<file path="config.mk">
export PLATFORM = sky130hd
export DESIGN_NAME = lrsc_monitor
export DESIGN_NICKNAME = d
export VERILOG_FILES = /design/src/common/tcdm_pkg.sv /design/src/adapter/lrsc_monitor.sv
export SDC_FILE = /design/constraint.sdc
export NUM_CORES = 1
export LEC_CHECK = 0
export BUFFER_PORTS_ARGS = -buffer_cell sky130_fd_sc_hd__clkbuf_2
export CAP_MARGIN = 25
export CELL_PAD_IN_SITES_DETAIL_PLACEMENT = 0
export CELL_PAD_IN_SITES_GLOBAL_PLACEMENT = 1
export CORE_MARGIN = 3
export CORE_UTILIZATION = 35
export DETAILED_ROUTE_END_ITERATION = 8
export GPL_ROUTABILITY_DRIVEN = 0
export PLACE_DENSITY = 0.73
export SYNTH_ARGS = -nofsm -noshare
export SYNTH_HDL_FRONTEND = slang
export SYNTH_SLANG_ARGS = --single-unit
</file>
<file path="constraint.sdc">
create_clock -name clk_i -period 1.62 [get_ports clk_i]
set_input_delay 0.243 -clock clk_i [delete_from_list [all_inputs] [get_ports clk_i]]
set_output_delay 0.243 -clock clk_i [all_outputs]
set_load 0.005 [all_outputs]
</file>
<file path="src/common/tcdm_pkg.sv">
// shared sizes, AMO opcodes and bus structs for the TCDM bank, imported by every bank module
package tcdm_pkg;

  // ------------------------------------------------------------
  // cluster shape
  // ------------------------------------------------------------
  localparam int unsigned NumGroups        = 4;
  localparam int unsigned NumTilesPerGroup = 4;
  localparam int unsigned NumCoresPerTile  = 4;

  // ------------------------------------------------------------
  // bus and bank sizes
  // ------------------------------------------------------------
  localparam int unsigned AddrWidth       = 32;
  localparam int unsigned DataWidth       = 32;
  localparam int unsigned BeWidth         = DataWidth / 8;
  localparam int unsigned NumWords        = 256;
  localparam int unsigned WordIdxWidth    = $clog2(NumWords);
  // byte offset inside a word, dropped from the word index
  localparam int unsigned ByteOffsetWidth = $clog2(BeWidth);

  // initiator field, msb set means the request came from a remote tile
  localparam int unsigned IniAddrWidth    = $clog2(NumCoresPerTile + NumGroups);
  localparam int unsigned TileIdWidth     = $clog2(NumTilesPerGroup);
  localparam int unsigned CoreIdWidth     = $clog2(NumCoresPerTile);
  // group, tile and core packed into one cluster-wide identity
  localparam int unsigned UniqueCoreWidth =
    $clog2(NumGroups * NumTilesPerGroup * NumCoresPerTile);

  // opcodes 4'hC and 4'hD are not used and act as a plain access
  typedef enum logic [3:0] {
    AmoNone = 4'h0,
    AmoSwap = 4'h1,
    AmoAdd  = 4'h2,
    AmoAnd  = 4'h3,
    AmoOr   = 4'h4,
    AmoXor  = 4'h5,
    AmoMax  = 4'h6,
    AmoMaxu = 4'h7,
    AmoMin  = 4'h8,
    AmoMinu = 4'h9,
    AmoLr   = 4'hA,
    AmoSc   = 4'hB
  } amo_op_e;

  // requester identity, echoed back with each response
  typedef struct packed {
    logic [IniAddrWidth-1:0] ini_addr;
    logic [TileIdWidth-1:0]  tile_id;
    logic [CoreIdWidth-1:0]  core_id;
  } tcdm_meta_t;

  typedef struct packed {
    logic [AddrWidth-1:0] addr;
    amo_op_e              amo;
    logic                 write;
    logic [DataWidth-1:0] wdata;
    logic [BeWidth-1:0]   be;
    tcdm_meta_t           meta;
  } tcdm_req_t;

  // single-cycle SRAM port
  typedef struct packed {
    logic                    req;
    logic                    write;
    logic [WordIdxWidth-1:0] idx;
    logic [DataWidth-1:0]    wdata;
    logic [BeWidth-1:0]      be;
  } sram_req_t;

  // one LR reservation, word granular
  typedef struct packed {
    logic                                 valid;
    logic [AddrWidth-ByteOffsetWidth-1:0] addr;
    logic [UniqueCoreWidth-1:0]           core;
  } lrsc_resv_t;

  // read-modify-write AMOs, everything from swap up to minu
  function automatic logic is_rmw_amo(amo_op_e op);
    return op inside {AmoSwap, AmoAdd, AmoAnd, AmoOr, AmoXor,
                      AmoMax, AmoMaxu, AmoMin, AmoMinu};
  endfunction

endpackage

</file>
<file path="src/adapter/lrsc_monitor.sv">
// LR/SC reservation tracker, watches every accepted request and flags a successful SC
`timescale 1ns/1ps

module lrsc_monitor import tcdm_pkg::*; (
  input  logic      clk_i,
  input  logic      rst_ni,
  input  logic      accept_i,
  input  tcdm_req_t req_i,
  output logic      sc_success_o
);

  lrsc_resv_t                           resv_q, resv_d;
  logic [UniqueCoreWidth-1:0]           core_id;
  logic [AddrWidth-ByteOffsetWidth-1:0] word_addr;
  logic                                 addr_hit;
  logic                                 breaks_resv;

  // ------------------------------------------------------------
  // core identity from the metadata
  // ------------------------------------------------------------
  always_comb begin
    if (!req_i.meta.ini_addr[IniAddrWidth-1]) begin
      // local tile, group of this bank taken as zero
      core_id = {{(IniAddrWidth-1){1'b0}}, req_i.meta.tile_id,
                 req_i.meta.ini_addr[IniAddrWidth-2:0]};
    end else begin
      // remote tile, low initiator bits carry the group
      core_id = {req_i.meta.ini_addr[IniAddrWidth-2:0], req_i.meta.tile_id,
                 req_i.meta.core_id};
    end
  end

  assign word_addr = req_i.addr[AddrWidth-1:ByteOffsetWidth];
  assign addr_hit  = (word_addr == resv_q.addr);

  // stores and read-modify-write AMOs modify the word
  assign breaks_resv = is_rmw_amo(req_i.amo) |
                       (req_i.write & ~(req_i.amo inside {AmoLr, AmoSc}));

  // ------------------------------------------------------------
  // reservation update
  // ------------------------------------------------------------
  always_comb begin
    resv_d       = resv_q;
    sc_success_o = 1'b0;
    if (accept_i) begin
      // new LR only replaces a reservation of the same core
      if (req_i.amo == AmoLr && (!resv_q.valid || resv_q.core == core_id)) begin
        resv_d.valid = 1'b1;
        resv_d.addr  = word_addr;
        resv_d.core  = core_id;
      end
      if (addr_hit && breaks_resv) begin
        resv_d.valid = 1'b0;
      end
      // any SC of the owner ends the reservation
      if (resv_q.valid && req_i.amo == AmoSc && resv_q.core == core_id) begin
        resv_d.valid = 1'b0;
        sc_success_o = addr_hit;
      end
    end
  end

  always_ff @(posedge clk_i or negedge rst_ni) begin
    if (!rst_ni) begin
      resv_q <= '0;
    end else begin
      resv_q <= resv_d;
    end
  end

endmodule

</file>
* After elaboration in Yosys (flattened, before gate mapping)
Cells that the tools add are included.
Operators by class: eq/ne operators 13, mux-type cells 6, bitwise operators 3, reduce and logical (&&, ||, !) cells 11
Operators by type and width (count):
- 37-bit two-way mux | 1
- 30-bit equality test | 1
- 4-bit by 3-bit equality test with 1-bit output, second input constant | 4
- 4-bit equality test, second input constant | 4
- 9-bit nonzero test | 1
- 4-bit by 2-bit equality test with 1-bit output, second input constant | 2
- 6-bit equality test | 1
- 6-bit two-way mux | 1
- 4-bit by 1-bit equality test with 1-bit output, second input constant | 1
- 1-bit logical AND | 4
- 1-bit two-way mux | 4
- 2-bit AND reduction | 2
- 3-bit nonzero test | 1
- 2-bit nonzero test | 1
- 1-bit bitwise AND | 1
- 1-bit zero test | 1
- 1-bit logical OR | 1
- 1-bit inverter | 1
- 1-bit bitwise OR | 1
Storage, ports and cells: register bits after elaboration 37, input port bits 83, output and inout port bits 1, word-level logic and storage cells 36

* Depth between registers and ports, before layout
Gate-level depths: netlist of the first run.
depth in word-level cells 8, mapped depth 7, depth with buffers taken out 5

* Worst setup path after synthesis of the first run
Ideal clock, no wire load.
path kind register to output, start register resv_q[1] in the netlist's numbering, end output port sc_success_o, arrival time 1510 ps, data required time 1377 ps, path slack -133 ps, stages on the path, launching flop included 6, path buffers 1, path through dfrtp_1 a211o_1 a21oi_1 o211ai_2 clkbuf_1 nor4_1
On the way: word-level cells in the longest chain between the ends 4
Ends and longest elaborated chain:
- start: declaration | RTL line lrsc_monitor.sv:12 | lrsc_resv_t resv_q, resv_d;
- start signal: assignment | RTL line lrsc_monitor.sv:68 | resv_q <= resv_d;
- 6-bit equality test | RTL line lrsc_monitor.sv:57 | if (resv_q.valid && req_i.amo == AmoSc && resv_q.core == core_id) begin
- 1-bit logical AND | RTL line lrsc_monitor.sv:57
- 1-bit two-way mux | RTL line lrsc_monitor.sv:57
- 1-bit two-way mux | RTL line lrsc_monitor.sv:46 | if (accept_i) begin
- end: declaration | RTL line lrsc_monitor.sv:9 | output logic sc_success_o
Every way passes these cells.

* Worst setup path after layout of the first run
start register resv_q[32] in the netlist's numbering, end output port sc_success_o
On the way: word-level cells in the longest chain between the ends 3
Ends and longest elaborated chain:
- 30-bit equality test | RTL line lrsc_monitor.sv:34 | assign addr_hit = (word_addr == resv_q.addr);
- 1-bit two-way mux | RTL line lrsc_monitor.sv:57
- 1-bit two-way mux | RTL line lrsc_monitor.sv:46
Every way passes these cells.

==> results_dict.tcl, run 1 <==
set metrics [dict create \
    setup_viol_count_final 37 \
    worstSkewPairLatency_ns 0.29 \
    worst_slew_pin_slew_ns 0.311 \
    worst_setup_path_end_kind "output port" \
    globalRoute.totalOverflow 0 \
    antenna_found_initial 0 \
    rrSetupSlack_ns -0.55 \
    worst_setup_path_start_kind "flop" \
    path_class "flop to output port" \
    boundaryPins 84 \
    die_width_um 99.2 \
    power.density_mw_per_mm2 533 \
    achievable-frequency_ghz 0.457 \
    dp_hpwl_mm 6.11 \
    grt_pass1_wl_mm 14.3 \
    detailroute.via_count 3184 \
    worst_hold_path.num_cells 3 \
    drt_wl_total_mm 9.17 \
    drive_gt1_share_pct 35.4 \
    clk_transition_reported_paths_ns 0.08 \
    finalWorstPathRequiredPeriod_ns 2.19 \
    r2r-start "resv_q[0]" \
    number_of_violations_reported_at_the_end_of_detailed_routing_iteration_0 173 \
    number_of_synthesized_flops_with_an_enable_pin 0 \
    power.share.combinational_pct 32.7 \
    dr.pass1.iters 4 \
    std_cell_rows 33 \
    postSynthAreaPerCell_um2 8.55 \
    buffer_ports.inserted 45 \
    grt_pass1_vias 3039 \
    core_mm2 0.00834 \
    finalClockSkew_ns 0.00513 \
    antenna_cells 0 \
    largest_register "resv_q" \
    drcViolationCount 0 \
    area_delta_synth_final_pct 47.0 \
    p_total_mw 2.39 \
    yosysWarnings 0 \
    cellInternalPower_mw 1.59 \
    power.sequential.fraction_pct 40.2 \
    asyncSetResetFlopFracSynth_pct 100 \
    syn-instance-count 356 \
    sequential_cell_area_fraction_in_the_yosys_report_pct 30.4 \
    swShare_pct 33.3 \
    critical_path_arrival_ns 1.95 \
    postRouteAntennaNets 0 \
    finalWorstSetupSlack_ns -0.569 \
    post_drt_via_cell_ratio 5.69 \
    violations "setup timing" \
    required_ns 1.38 \
    reg2reg_to "resv_q[2]" \
    setup_repair_after_global_routing_missed_its_margin "true" \
    synthesis.area_mm2 0.00304 \
    period_share_pct 135 \
    floorplan.initialDensity_pct 36.5 \
    die_height_um 99.2 \
    synth_flop_cell "sky130_fd_sc_hd__dfrtp_1" \
    final_util_pct 53.6 \
    die-area_mm2 0.00985 \
    hold_path_startpoint "req_i[1]" \
    irDropWorstVdd_mv 0.298 \
    syn_nets 439 \
    cts_tree "built" \
    globalRouteTotalUtil_pct 17.6 \
    number_of_buffers_added_by_the_clock_tree_synthesis_step 5 \
    wl_per_cell_um 16.4 \
    worst_r2r_path_depth 9 \
    cp_max_fo 3 \
    result_of_the_run "finished with violations" \
    yosysTopAreaCellShare_pct 30.4 \
    synth_top_cells_by_area "sky130_fd_sc_hd__dfrtp_1 (30%), sky130_fd_sc_hd__a221o_1 (11%), sky130_fd_sc_hd__a211o_1 (10%), sky130_fd_sc_hd__nor4_1 (8.0%), sky130_fd_sc_hd__and2_1 (7.2%)" \
    cts_root_buf "sky130_fd_sc_hd__clkbuf_8" \
    maximum_number_of_pins_on_one_net_before_global_route_repair 59 \
    total_leakage_power_nw 1.65 \
    ys_ff_latch 37 \
    max-cap-violations 0 \
    relSlewSlack_pct 79.1 \
    final-max-slew-violation-count 0 \
    synth.lib_cells_used.distinct 32 \
    clkSinkCount 37 \
    total_switching_power_uw 795 \
    biggestRegsByFlops "resv_q x37" \
    largest_reg_flops 37 \
    timing.hold.worst_endpoint "resv_q[1]" \
    cts.path.max_buffers 2 \
    report.final.hold_viol_count 0 \
    share_clk_of_total_power_pct 27.1 \
    num-nets-final 537 \
    worstHoldPathType "input pin to flop" \
    cts_max_level 2 \
    synth.largest_area_cell "sky130_fd_sc_hd__dfrtp_1" \
]
==> critical path, stage by stage, from the launching register on <==
cell,delay [ns]
sky130_fd_sc_hd__dfrtp_1,0.42
sky130_fd_sc_hd__xnor2_2,0.17
sky130_fd_sc_hd__nand4_1,0.13
sky130_fd_sc_hd__nor4_2,0.30
sky130_fd_sc_hd__nand4_1,0.17
sky130_fd_sc_hd__nor4_2,0.31
sky130_fd_sc_hd__buf_2,0.16
==> final cells by class <==
| type | count | area (um2) |
|---|---|---|
| repair buffers | 125 | 1120 |
| clock inverters | 2 | 10.0 |
| multi-input cells | 252 | 2090 |
| fillers | 752 | 3870 |
| flip-flops and latches | 37 | 927 |
| well taps | 105 | 131 |
| clock buffers | 6 | 72.6 |
| inverters | 33 | 124 |
==> placed cells by master (no fill, tap or decap), drive strengths merged <==
cell and count:
a21oi 2, dfrtp 37, nor4 39, nand3 4
o32ai 1, mux2i 2, nand3b 1, clkbuf 54
nor2 2, o211a 1, a221oi 1, and2 35
xnor2 21, buf 76, clkinv 2, or4 3
o31ai 1, a211o 35, dlygate4sd3 1, o211ai 2
nand2 4, a221o 34, nand2b 1, inv 33
nor4bb 1, o2bb2ai 1, nor3 35, nor2b 1
nand4 8, o21ai 3, xor2 14
==> Yosys cell counts (2+ instances only) <==
cell	instances
sky130_fd_sc_hd__clkbuf_1	27
sky130_fd_sc_hd__nor3_1	35
sky130_fd_sc_hd__or4_1	3
sky130_fd_sc_hd__nand3_1	4
sky130_fd_sc_hd__nor4_1	39
sky130_fd_sc_hd__mux2i_1	2
sky130_fd_sc_hd__and2_1	35
sky130_fd_sc_hd__a221o_1	34
sky130_fd_sc_hd__a211o_1	35
sky130_fd_sc_hd__nand2_1	4
sky130_fd_sc_hd__dfrtp_1	37
sky130_fd_sc_hd__xor2_1	14
sky130_fd_sc_hd__o21ai_0	2
sky130_fd_sc_hd__nor2_1	2
sky130_fd_sc_hd__nand4_1	8
sky130_fd_sc_hd__buf_2	7
sky130_fd_sc_hd__xnor2_1	21
sky130_fd_sc_hd__inv_1	33
==> metrics by stage <==
stage	instances	area, um2	setup WS [ns]	hold slack [ns]	setup TNS [ns]
after global routing	560	4470	-0.727	0.354	-18.99
after detailed placement	529	3870	-0.399	0.236	-9.87
after floorplan	356	3050	-0.116	-0.0526	-4.08
final	560	4470	-0.569	0.341	-15.77
after CTS	542	4030	-0.571	0.327	-14.47
after global placement	529	3870	-0.392	0.241	-9.20
==> power by group through the flow <==
| stage | Sequential [mW] | Clock [mW] | Combinational, mW |
|---|---|---|---|
| floorplan | 0.971 | 0 | 0.400 |
| global placement | 0.976 | 0 | 0.644 |
| detailed placement | 0.977 | 0 | 0.665 |
| CTS | 0.958 | 0.668 | 0.677 |
| global route | 0.962 | 0.704 | 0.857 |
| finish | 0.959 | 0.646 | 0.780 |
==> how the worst max path moves through the flow <==
stage,startpoint,to,cells past startpoint
2_1_floorplan,resv_q[0],resv_q[31],6
3_3_place_gp,resv_q[9],sc_success_o,6
3_5_place_dp,resv_q[13],sc_success_o,6
4_1_cts,resv_q[21],sc_success_o,6
5_1_grt,resv_q[8],sc_success_o,6
6_report,resv_q[32],sc_success_o,6
==> layer usage <==
metal  vias up  global-route usage [%]  wire [um]  part of all wire, %
li1       1559                       -          -                    -
met1      1551                    24.3       4220                   46
met2        65                    28.4       4400                   48
met3         9                    3.23        415                  4.5
met4         0                    4.62        133                  1.5
met5         -                       0          0                    0
==> repair_timing <==
action | CTS | global route
endpoints found under the setup margin | 37 | 37
gates resized for setup | 5 | 48
gates cloned | 0 | 4
pin swaps | 10 | 60
endpoints found under the hold margin | 37 | 0
setup buffers | 5 | 18
hold buffers | 1 | 0
==> logic make-up (layout without fill, tap and decap cells) <==
family	count (synthesis)	count (layout)	share of synthesized area, %
and+or+nand+nor	134	134	25.7
AOI/OAI and AO/OA	81	81	24.5
buffers and inverters	67	166	8.55
DFF	37	37	30.4
xor gates and xnor gates	35	35	10.1
muxes	2	2	0.658
(Power assumes the default switching activity.)
==> run 2, diff against run 1 <==
--- a/config.mk
+++ b/config.mk
@@ -13,7 +13,7 @@
 export CORE_UTILIZATION = 35
 export DETAILED_ROUTE_END_ITERATION = 8
 export GPL_ROUTABILITY_DRIVEN = 0
-export PLACE_DENSITY = 0.73
+export PLACE_DENSITY = 0.84
 export SYNTH_ARGS = -nofsm -noshare
 export SYNTH_HDL_FRONTEND = slang
 export SYNTH_SLANG_ARGS = --single-unit
==> run 2 against run 1 <==
  * Non-clock buffer count rose by 16
  * Sequential share of layout area decreased by 2.0 points
  * Critical endpoint unchanged
  * Critical path type unchanged
  * Cell area grew 11%
  * Highest routed layer unchanged
  * Die area unchanged
  * Combinational power grew 14%
  * Total power grew 5.4%
  * The flow still finishes with violations (setup timing)
  * Sequential cell count unchanged
  * Largest cell class unchanged
  * Utilization up 5.8 points
  * Wire length increased by 19%
  * Final cell count grew 2.9%
  * Register-to-register slack better by 0.11 ns
  * Sequential power is 0.4% higher
==> results_dict.tcl, run 2 (synthesized netlist as in run 1, its figures left out) <==
set metrics [dict create \
    die_width_um 99.2 \
    detailroute.wirelength.met2_mm 5.59 \
    post_route_met1_wirelength_mm 4.79 \
    cp_max_fo 2 \
    n_fill_cell 706 \
    wl_per_cell_um 18.9 \
    max-cap-violations 0 \
    path_class "flop to output port" \
    number_of_placed_instances_with_taps_included 536 \
    finalWorstPathRequiredPeriod_ns 2.20 \
    startpoint "resv_q[7]" \
    placement.cell_area_mm2 0.00391 \
    clk_transition_reported_paths_ns 0.08 \
    post-route-cell-area_mm2 0.00496 \
    rrSetupSlack_ns -0.44 \
    multi_input_comb_area_mm2 0.00231 \
    drcViolationCount 0 \
    r2r-start "resv_q[0]" \
    period_share_pct 136 \
    cp_capture_point "sc_success_o" \
    number_of_violations_reported_at_the_end_of_detailed_routing_iteration_0 171 \
    setup_repair_after_global_routing_missed_its_margin "true" \
    drive_gt1_share_pct 42.5 \
    achievable-frequency_ghz 0.454 \
    worst_r2r_path_depth 9 \
    largest_reg_flops 37 \
    detailroute.via_count 3366 \
    cts_tree "built" \
    maximum_number_of_pins_on_one_net_before_global_route_repair 39 \
    post_drt_via_cell_ratio 5.84 \
    std_cell_rows 33 \
    num-nets-final 553 \
    largest_register "resv_q" \
    detailroute.wirelength.met3_um 415 \
    area_delta_synth_final_pct 63.0 \
    cts_max_level 2 \
    reg2reg_to "resv_q[21]" \
    dr.pass1.iters 5 \
    report.final.hold_viol_count 0 \
    required_ns 1.38 \
    relSlewSlack_pct 66.2 \
    die_height_um 99.2 \
    violations "setup timing" \
    p_total_mw 2.51 \
    final-max-slew-violation-count 0 \
    globalRouteTotalUtil_pct 19.8 \
    floorplan.initialDensity_pct 36.5 \
    finalWorstSetupSlack_ns -0.584 \
    clkSinkCount 37 \
    area_occupied_by_registers_um2 928 \
    cts_root_buf "sky130_fd_sc_hd__clkbuf_8" \
    total_leakage_power_nw 1.88 \
    critical_path_arrival_ns 1.96 \
    cts.path.max_buffers 2 \
    postRouteAntennaNets 0 \
    setup_viol_count_final 37 \
    globalRoute.totalOverflow 0 \
    biggestRegsByFlops "resv_q x37" \
    grt_pass1_wl_mm 16.1 \
    mostFrequentLayoutCell "sky130_fd_sc_hd__buf_4" \
    most-common-layout-cells "sky130_fd_sc_hd__buf_4 (53), sky130_fd_sc_hd__clkbuf_2 (44)" \
    number_of_buffers_added_by_the_clock_tree_synthesis_step 5 \
    setup_total_negative_slack_ns -12.94 \
    buffer_ports.inserted 45 \
    worstHoldPathType "input pin to asynchronous set/reset pin" \
    power.density_mw_per_mm2 507 \
    worstSkewPairLatency_ns 0.29 \
    hold_ws_ns 0.00379 \
    worst_slew_pin_slew_ns 0.506 \
    boundaryPins 84 \
    antenna_cells 0 \
    finalClockSkew_ns 0.00505 \
    die-area_mm2 0.00985 \
    grt_pass1_vias 3340 \
    worst_setup_path_start_kind "flop" \
    highest-signal-layer "met4" \
    result_of_the_run "finished with violations" \
    worst_setup_path_end_kind "output port" \
    final_cells 576 \
    antenna_found_initial 0 \
    irDropWorstVdd_mv 0.355 \
    drt_wl_total_mm 10.9 \
    core_mm2 0.00834 \
    dp_hpwl_mm 6.17 \
]
==> run 2: where the power goes <==
part	internal [mW]	total [mW]	switching [mW]
Combinational	0.400	0.891	0.491
Sequential	0.940	0.963	0.0222
Clock	0.299	0.660	0.361
Total	1.64	2.51	0.874
==> run 2: worst min path at each step <==
stage	start	to	slack, ns	cells after the start
floorplan	rst_ni	resv_q[0]	-0.05	0
global placement	rst_ni	resv_q[33]	0.35	2
detailed placement	rst_ni	resv_q[33]	0.34	2
CTS	rst_ni	resv_q[33]	0.03	2
global route	rst_ni	resv_q[28]	0.06	2
finish	rst_ni	resv_q[7]	0.004	2
==> run 2: layout make-up <==
cell class / count / area share [%]
Timing Repair Buffer: 141 / 28.0
Inverter: 33 / 2.50
Sequential cell: 37 / 18.7
Tap cell: 105 / 2.65
Multi-Input combinational cell: 252 / 46.5
Clock inverter: 2 / 0.202
Clock buffer: 6 / 1.46
==> run 2: critical path: stages (launching register included) <==
cell	delay (ns)
sky130_fd_sc_hd__dfrtp_1	0.40
sky130_fd_sc_hd__xor2_1	0.17
sky130_fd_sc_hd__nor4_1	0.37
sky130_fd_sc_hd__buf_4	0.18
sky130_fd_sc_hd__nand4_1	0.17
sky130_fd_sc_hd__nor4_4	0.22
sky130_fd_sc_hd__buf_2	0.16
==> run 2: repair_timing <==
item	4_1_cts	5_1_grt
buffers inserted	14	10
gates cloned	4	7
resized for setup	68	39
hold buffers	0	0
pin swaps	82	36
setup endpoints to repair	37	37
==> run 2: per-layer routing <==
metal  track usage, %  vias to the layer above
met4             4.52                        0
met3             3.16                       10
met2             33.6                       85
met5                0                        -
met1             26.6                     1681
li1                 -                     1590
==> run 2: per-stage QoR <==
stage,setup slack (ns),util [%]
finish,-0.584,59.5
global route,-0.676,59.5
CTS,-0.589,54.8
detailed placement,-0.406,46.9
global placement,-0.392,46.9
floorplan,-0.116,-
==> run 3, diff against run 2 <==
--- a/config.mk
+++ b/config.mk
@@ -9,7 +9,6 @@
 export CAP_MARGIN = 25
 export CELL_PAD_IN_SITES_DETAIL_PLACEMENT = 0
 export CELL_PAD_IN_SITES_GLOBAL_PLACEMENT = 1
-export CORE_MARGIN = 3
 export CORE_UTILIZATION = 35
 export DETAILED_ROUTE_END_ITERATION = 8
 export GPL_ROUTABILITY_DRIVEN = 0
==> run 3 against run 2 <==
  * The run ends with hold timing, setup timing left
  * Non-clock buffer count fell by 32
  * Sequential cell count stayed put
  * Worst setup slack better by 0.12 ns
  * Combinational power down 14%
  * First-iteration DRC count decreased by 9.4%
  * Count of clock-buffer cells in the layout up 1
  * Largest cell class unchanged
==> results_dict.tcl, run 3 (synthesized netlist as in run 1, its figures left out) <==
set metrics [dict create \
    worstHoldPathType "input pin to asynchronous set/reset pin" \
    number_of_buffers_added_by_the_clock_tree_synthesis_step 5 \
    mostFrequentLayoutCell "sky130_fd_sc_hd__clkbuf_2" \
    worst_slew_pin_slew_ns 0.530 \
    die-area_mm2 0.00907 \
    cts.path.max_buffers 2 \
    dr.pass1.iters 4 \
    finalWorstSetupSlack_ns -0.459 \
    cts_tree "built" \
    number_of_placed_instances_with_taps_included 524 \
    dp_hpwl_mm 5.97 \
    crit_path_cell_trace "xnor2_2, nand4_1, nor4_2, nand4_1, nor4_2, buf_2" \
    buffer_ports.inserted 45 \
    max-cap-violations 0 \
    drt_wl_total_mm 9.30 \
    final_cells 544 \
    largest_register "resv_q" \
    n_fill_cell 734 \
    critical_path_arrival_ns 1.84 \
    finalWorstPathRequiredPeriod_ns 2.08 \
    std_cell_rows 33 \
    final-max-slew-violation-count 0 \
    globalRoute.totalOverflow 0 \
    antenna_cells 0 \
    total_leakage_power_nw 1.57 \
    die_width_um 95.2 \
    path_class "flop to output port" \
    drive_gt1_share_pct 33.9 \
    postRouteAntennaNets 0 \
    number_of_violations_reported_at_the_end_of_detailed_routing_iteration_0 155 \
    grt_pass1_vias 3098 \
    drcViolationCount 0 \
    num-nets-final 521 \
    boundaryPins 84 \
    irDropWorstVdd_mv 0.445 \
    result_of_the_run "finished with violations" \
    cts_root_buf "sky130_fd_sc_hd__clkbuf_8" \
    p_total_mw 2.61 \
    wl_per_cell_um 17.1 \
    worst_setup_path_end_kind "output port" \
    floorplan.initialDensity_pct 36.7 \
    violations "hold timing, setup timing" \
    cts_max_level 2 \
    achievable-frequency_ghz 0.481 \
    post_cts_hold_buffer_count 0 \
    required_ns 1.38 \
    globalRouteTotalUtil_pct 21.2 \
    worstSkewPairLatency_ns 0.30 \
    largest_reg_flops 37 \
    detailroute.via_count 3141 \
    cp_max_fo 2 \
    report.final.hold_viol_count 2 \
    finalClockSkew_ns 0.00881 \
    post_drt_via_cell_ratio 5.77 \
    period_share_pct 128 \
    biggestRegsByFlops "resv_q x37" \
    clkSinkCount 37 \
    core_mm2 0.00830 \
    area_delta_synth_final_pct 43.4 \
    worst_setup_path_start_kind "flop" \
    max_stage_delay_ns 0.41 \
    critical-path-slowest-cell "sky130_fd_sc_hd__dfrtp_1" \
    clk_transition_reported_paths_ns 0.09 \
    setup_viol_count_final 37 \
    final_util_pct 52.6 \
    maximum_number_of_pins_on_one_net_before_global_route_repair 40 \
    hold_ws_ns -0.00663 \
    most-common-layout-cells "sky130_fd_sc_hd__clkbuf_2 (44), sky130_fd_sc_hd__buf_4 (43), sky130_fd_sc_hd__dfrtp_1 (36)" \
    grt_pass1_wl_mm 14.8 \
    power.density_mw_per_mm2 599 \
    die_height_um 95.2 \
    setup_repair_after_global_routing_missed_its_margin "true" \
    antenna_found_initial 0 \
    relSlewSlack_pct 64.7 \
]
[run 3: cell count changes in the layout (fill, tap and decap cells not counted), moves of 4 or more]
cell                        change
sky130_fd_sc_hd__buf_12         -4
sky130_fd_sc_hd__buf_4         -10
sky130_fd_sc_hd__buf_6         -10
sky130_fd_sc_hd__buf_8          -4
sky130_fd_sc_hd__clkbuf_16      -4
sky130_fd_sc_hd__nor4_1        +13
sky130_fd_sc_hd__nor4_4        -10
[run 3: through the flow]
stage / setup TNS (ns) / instance area (um2) / setup slack, ns
final: -12.53 / 4360 / -0.459
after global routing: -15.43 / 4360 / -0.582
after CTS: -12.80 / 4240 / -0.484
after detailed placement: -8.73 / 3810 / -0.328
after global placement: -7.97 / 3810 / -0.365
after floorplan: -4.08 / 3050 / -0.116
[run 3: area by class of cell]
| class | instances | area, um2 | area share, % |
|---|---|---|---|
| clock buffer | 7 | 86.3 | 1.98 |
| clock inverter | 1 | 30.0 | 0.688 |
| inverter | 33 | 124 | 2.84 |
| multi-input combinational | 252 | 2100 | 48.2 |
| sequential | 37 | 927 | 21.3 |
| tap | 105 | 131 | 3.01 |
| timing repair buffer | 109 | 960 | 22.0 |
[run 3: worst paths after layout]
path	startpoint	end	slack, ns	cells after the start
worst min register to register	resv_q[1]	resv_q[1]	0.62	2
min in group clk_i	req_i[1]	resv_q[1]	0.30	3
max in group asynchronous	rst_ni	resv_q[36]	1.23	2
worst max-delay path	resv_q[10]	sc_success_o	-0.46	6
worst min-delay path	rst_ni	resv_q[7]	-0.007	2
worst max register to register	resv_q[0]	resv_q[36]	-0.41	7
[run 3: power breakdown]
group / switching [mW] / internal [mW]
Sequential: 0.0235 / 0.940
Combinational: 0.433 / 0.337
Clock: 0.376 / 0.503
Total: 0.833 / 1.78
[run 3: per-layer routing]
| layer | routed length (um) | up-vias | global-route usage, % |
|---|---|---|---|
| met4 | 169 | 0 | 6.19 |
| met2 | 4500 | 75 | 36.3 |
| met3 | 385 | 13 | 3.83 |
| met5 | 0 | - | 0 |
| li1 | - | 1517 | - |
| met1 | 4240 | 1536 | 27.1 |
[run 3: worst max-delay path: cells and delay by family (launching register included)]
kind	cells	cell delay, ns
flip-flops	1	0.41
buffers and inverters	1	0.15
XOR/XNOR	1	0.18
AND/OR/NAND/NOR	4	0.79
[run 3: what timing repair did]
item,in CTS,in global routing
setup buffers,8,2
setup endpoints to repair,37,37
pin swaps,46,50
cloned,4,1
resized for setup,30,23
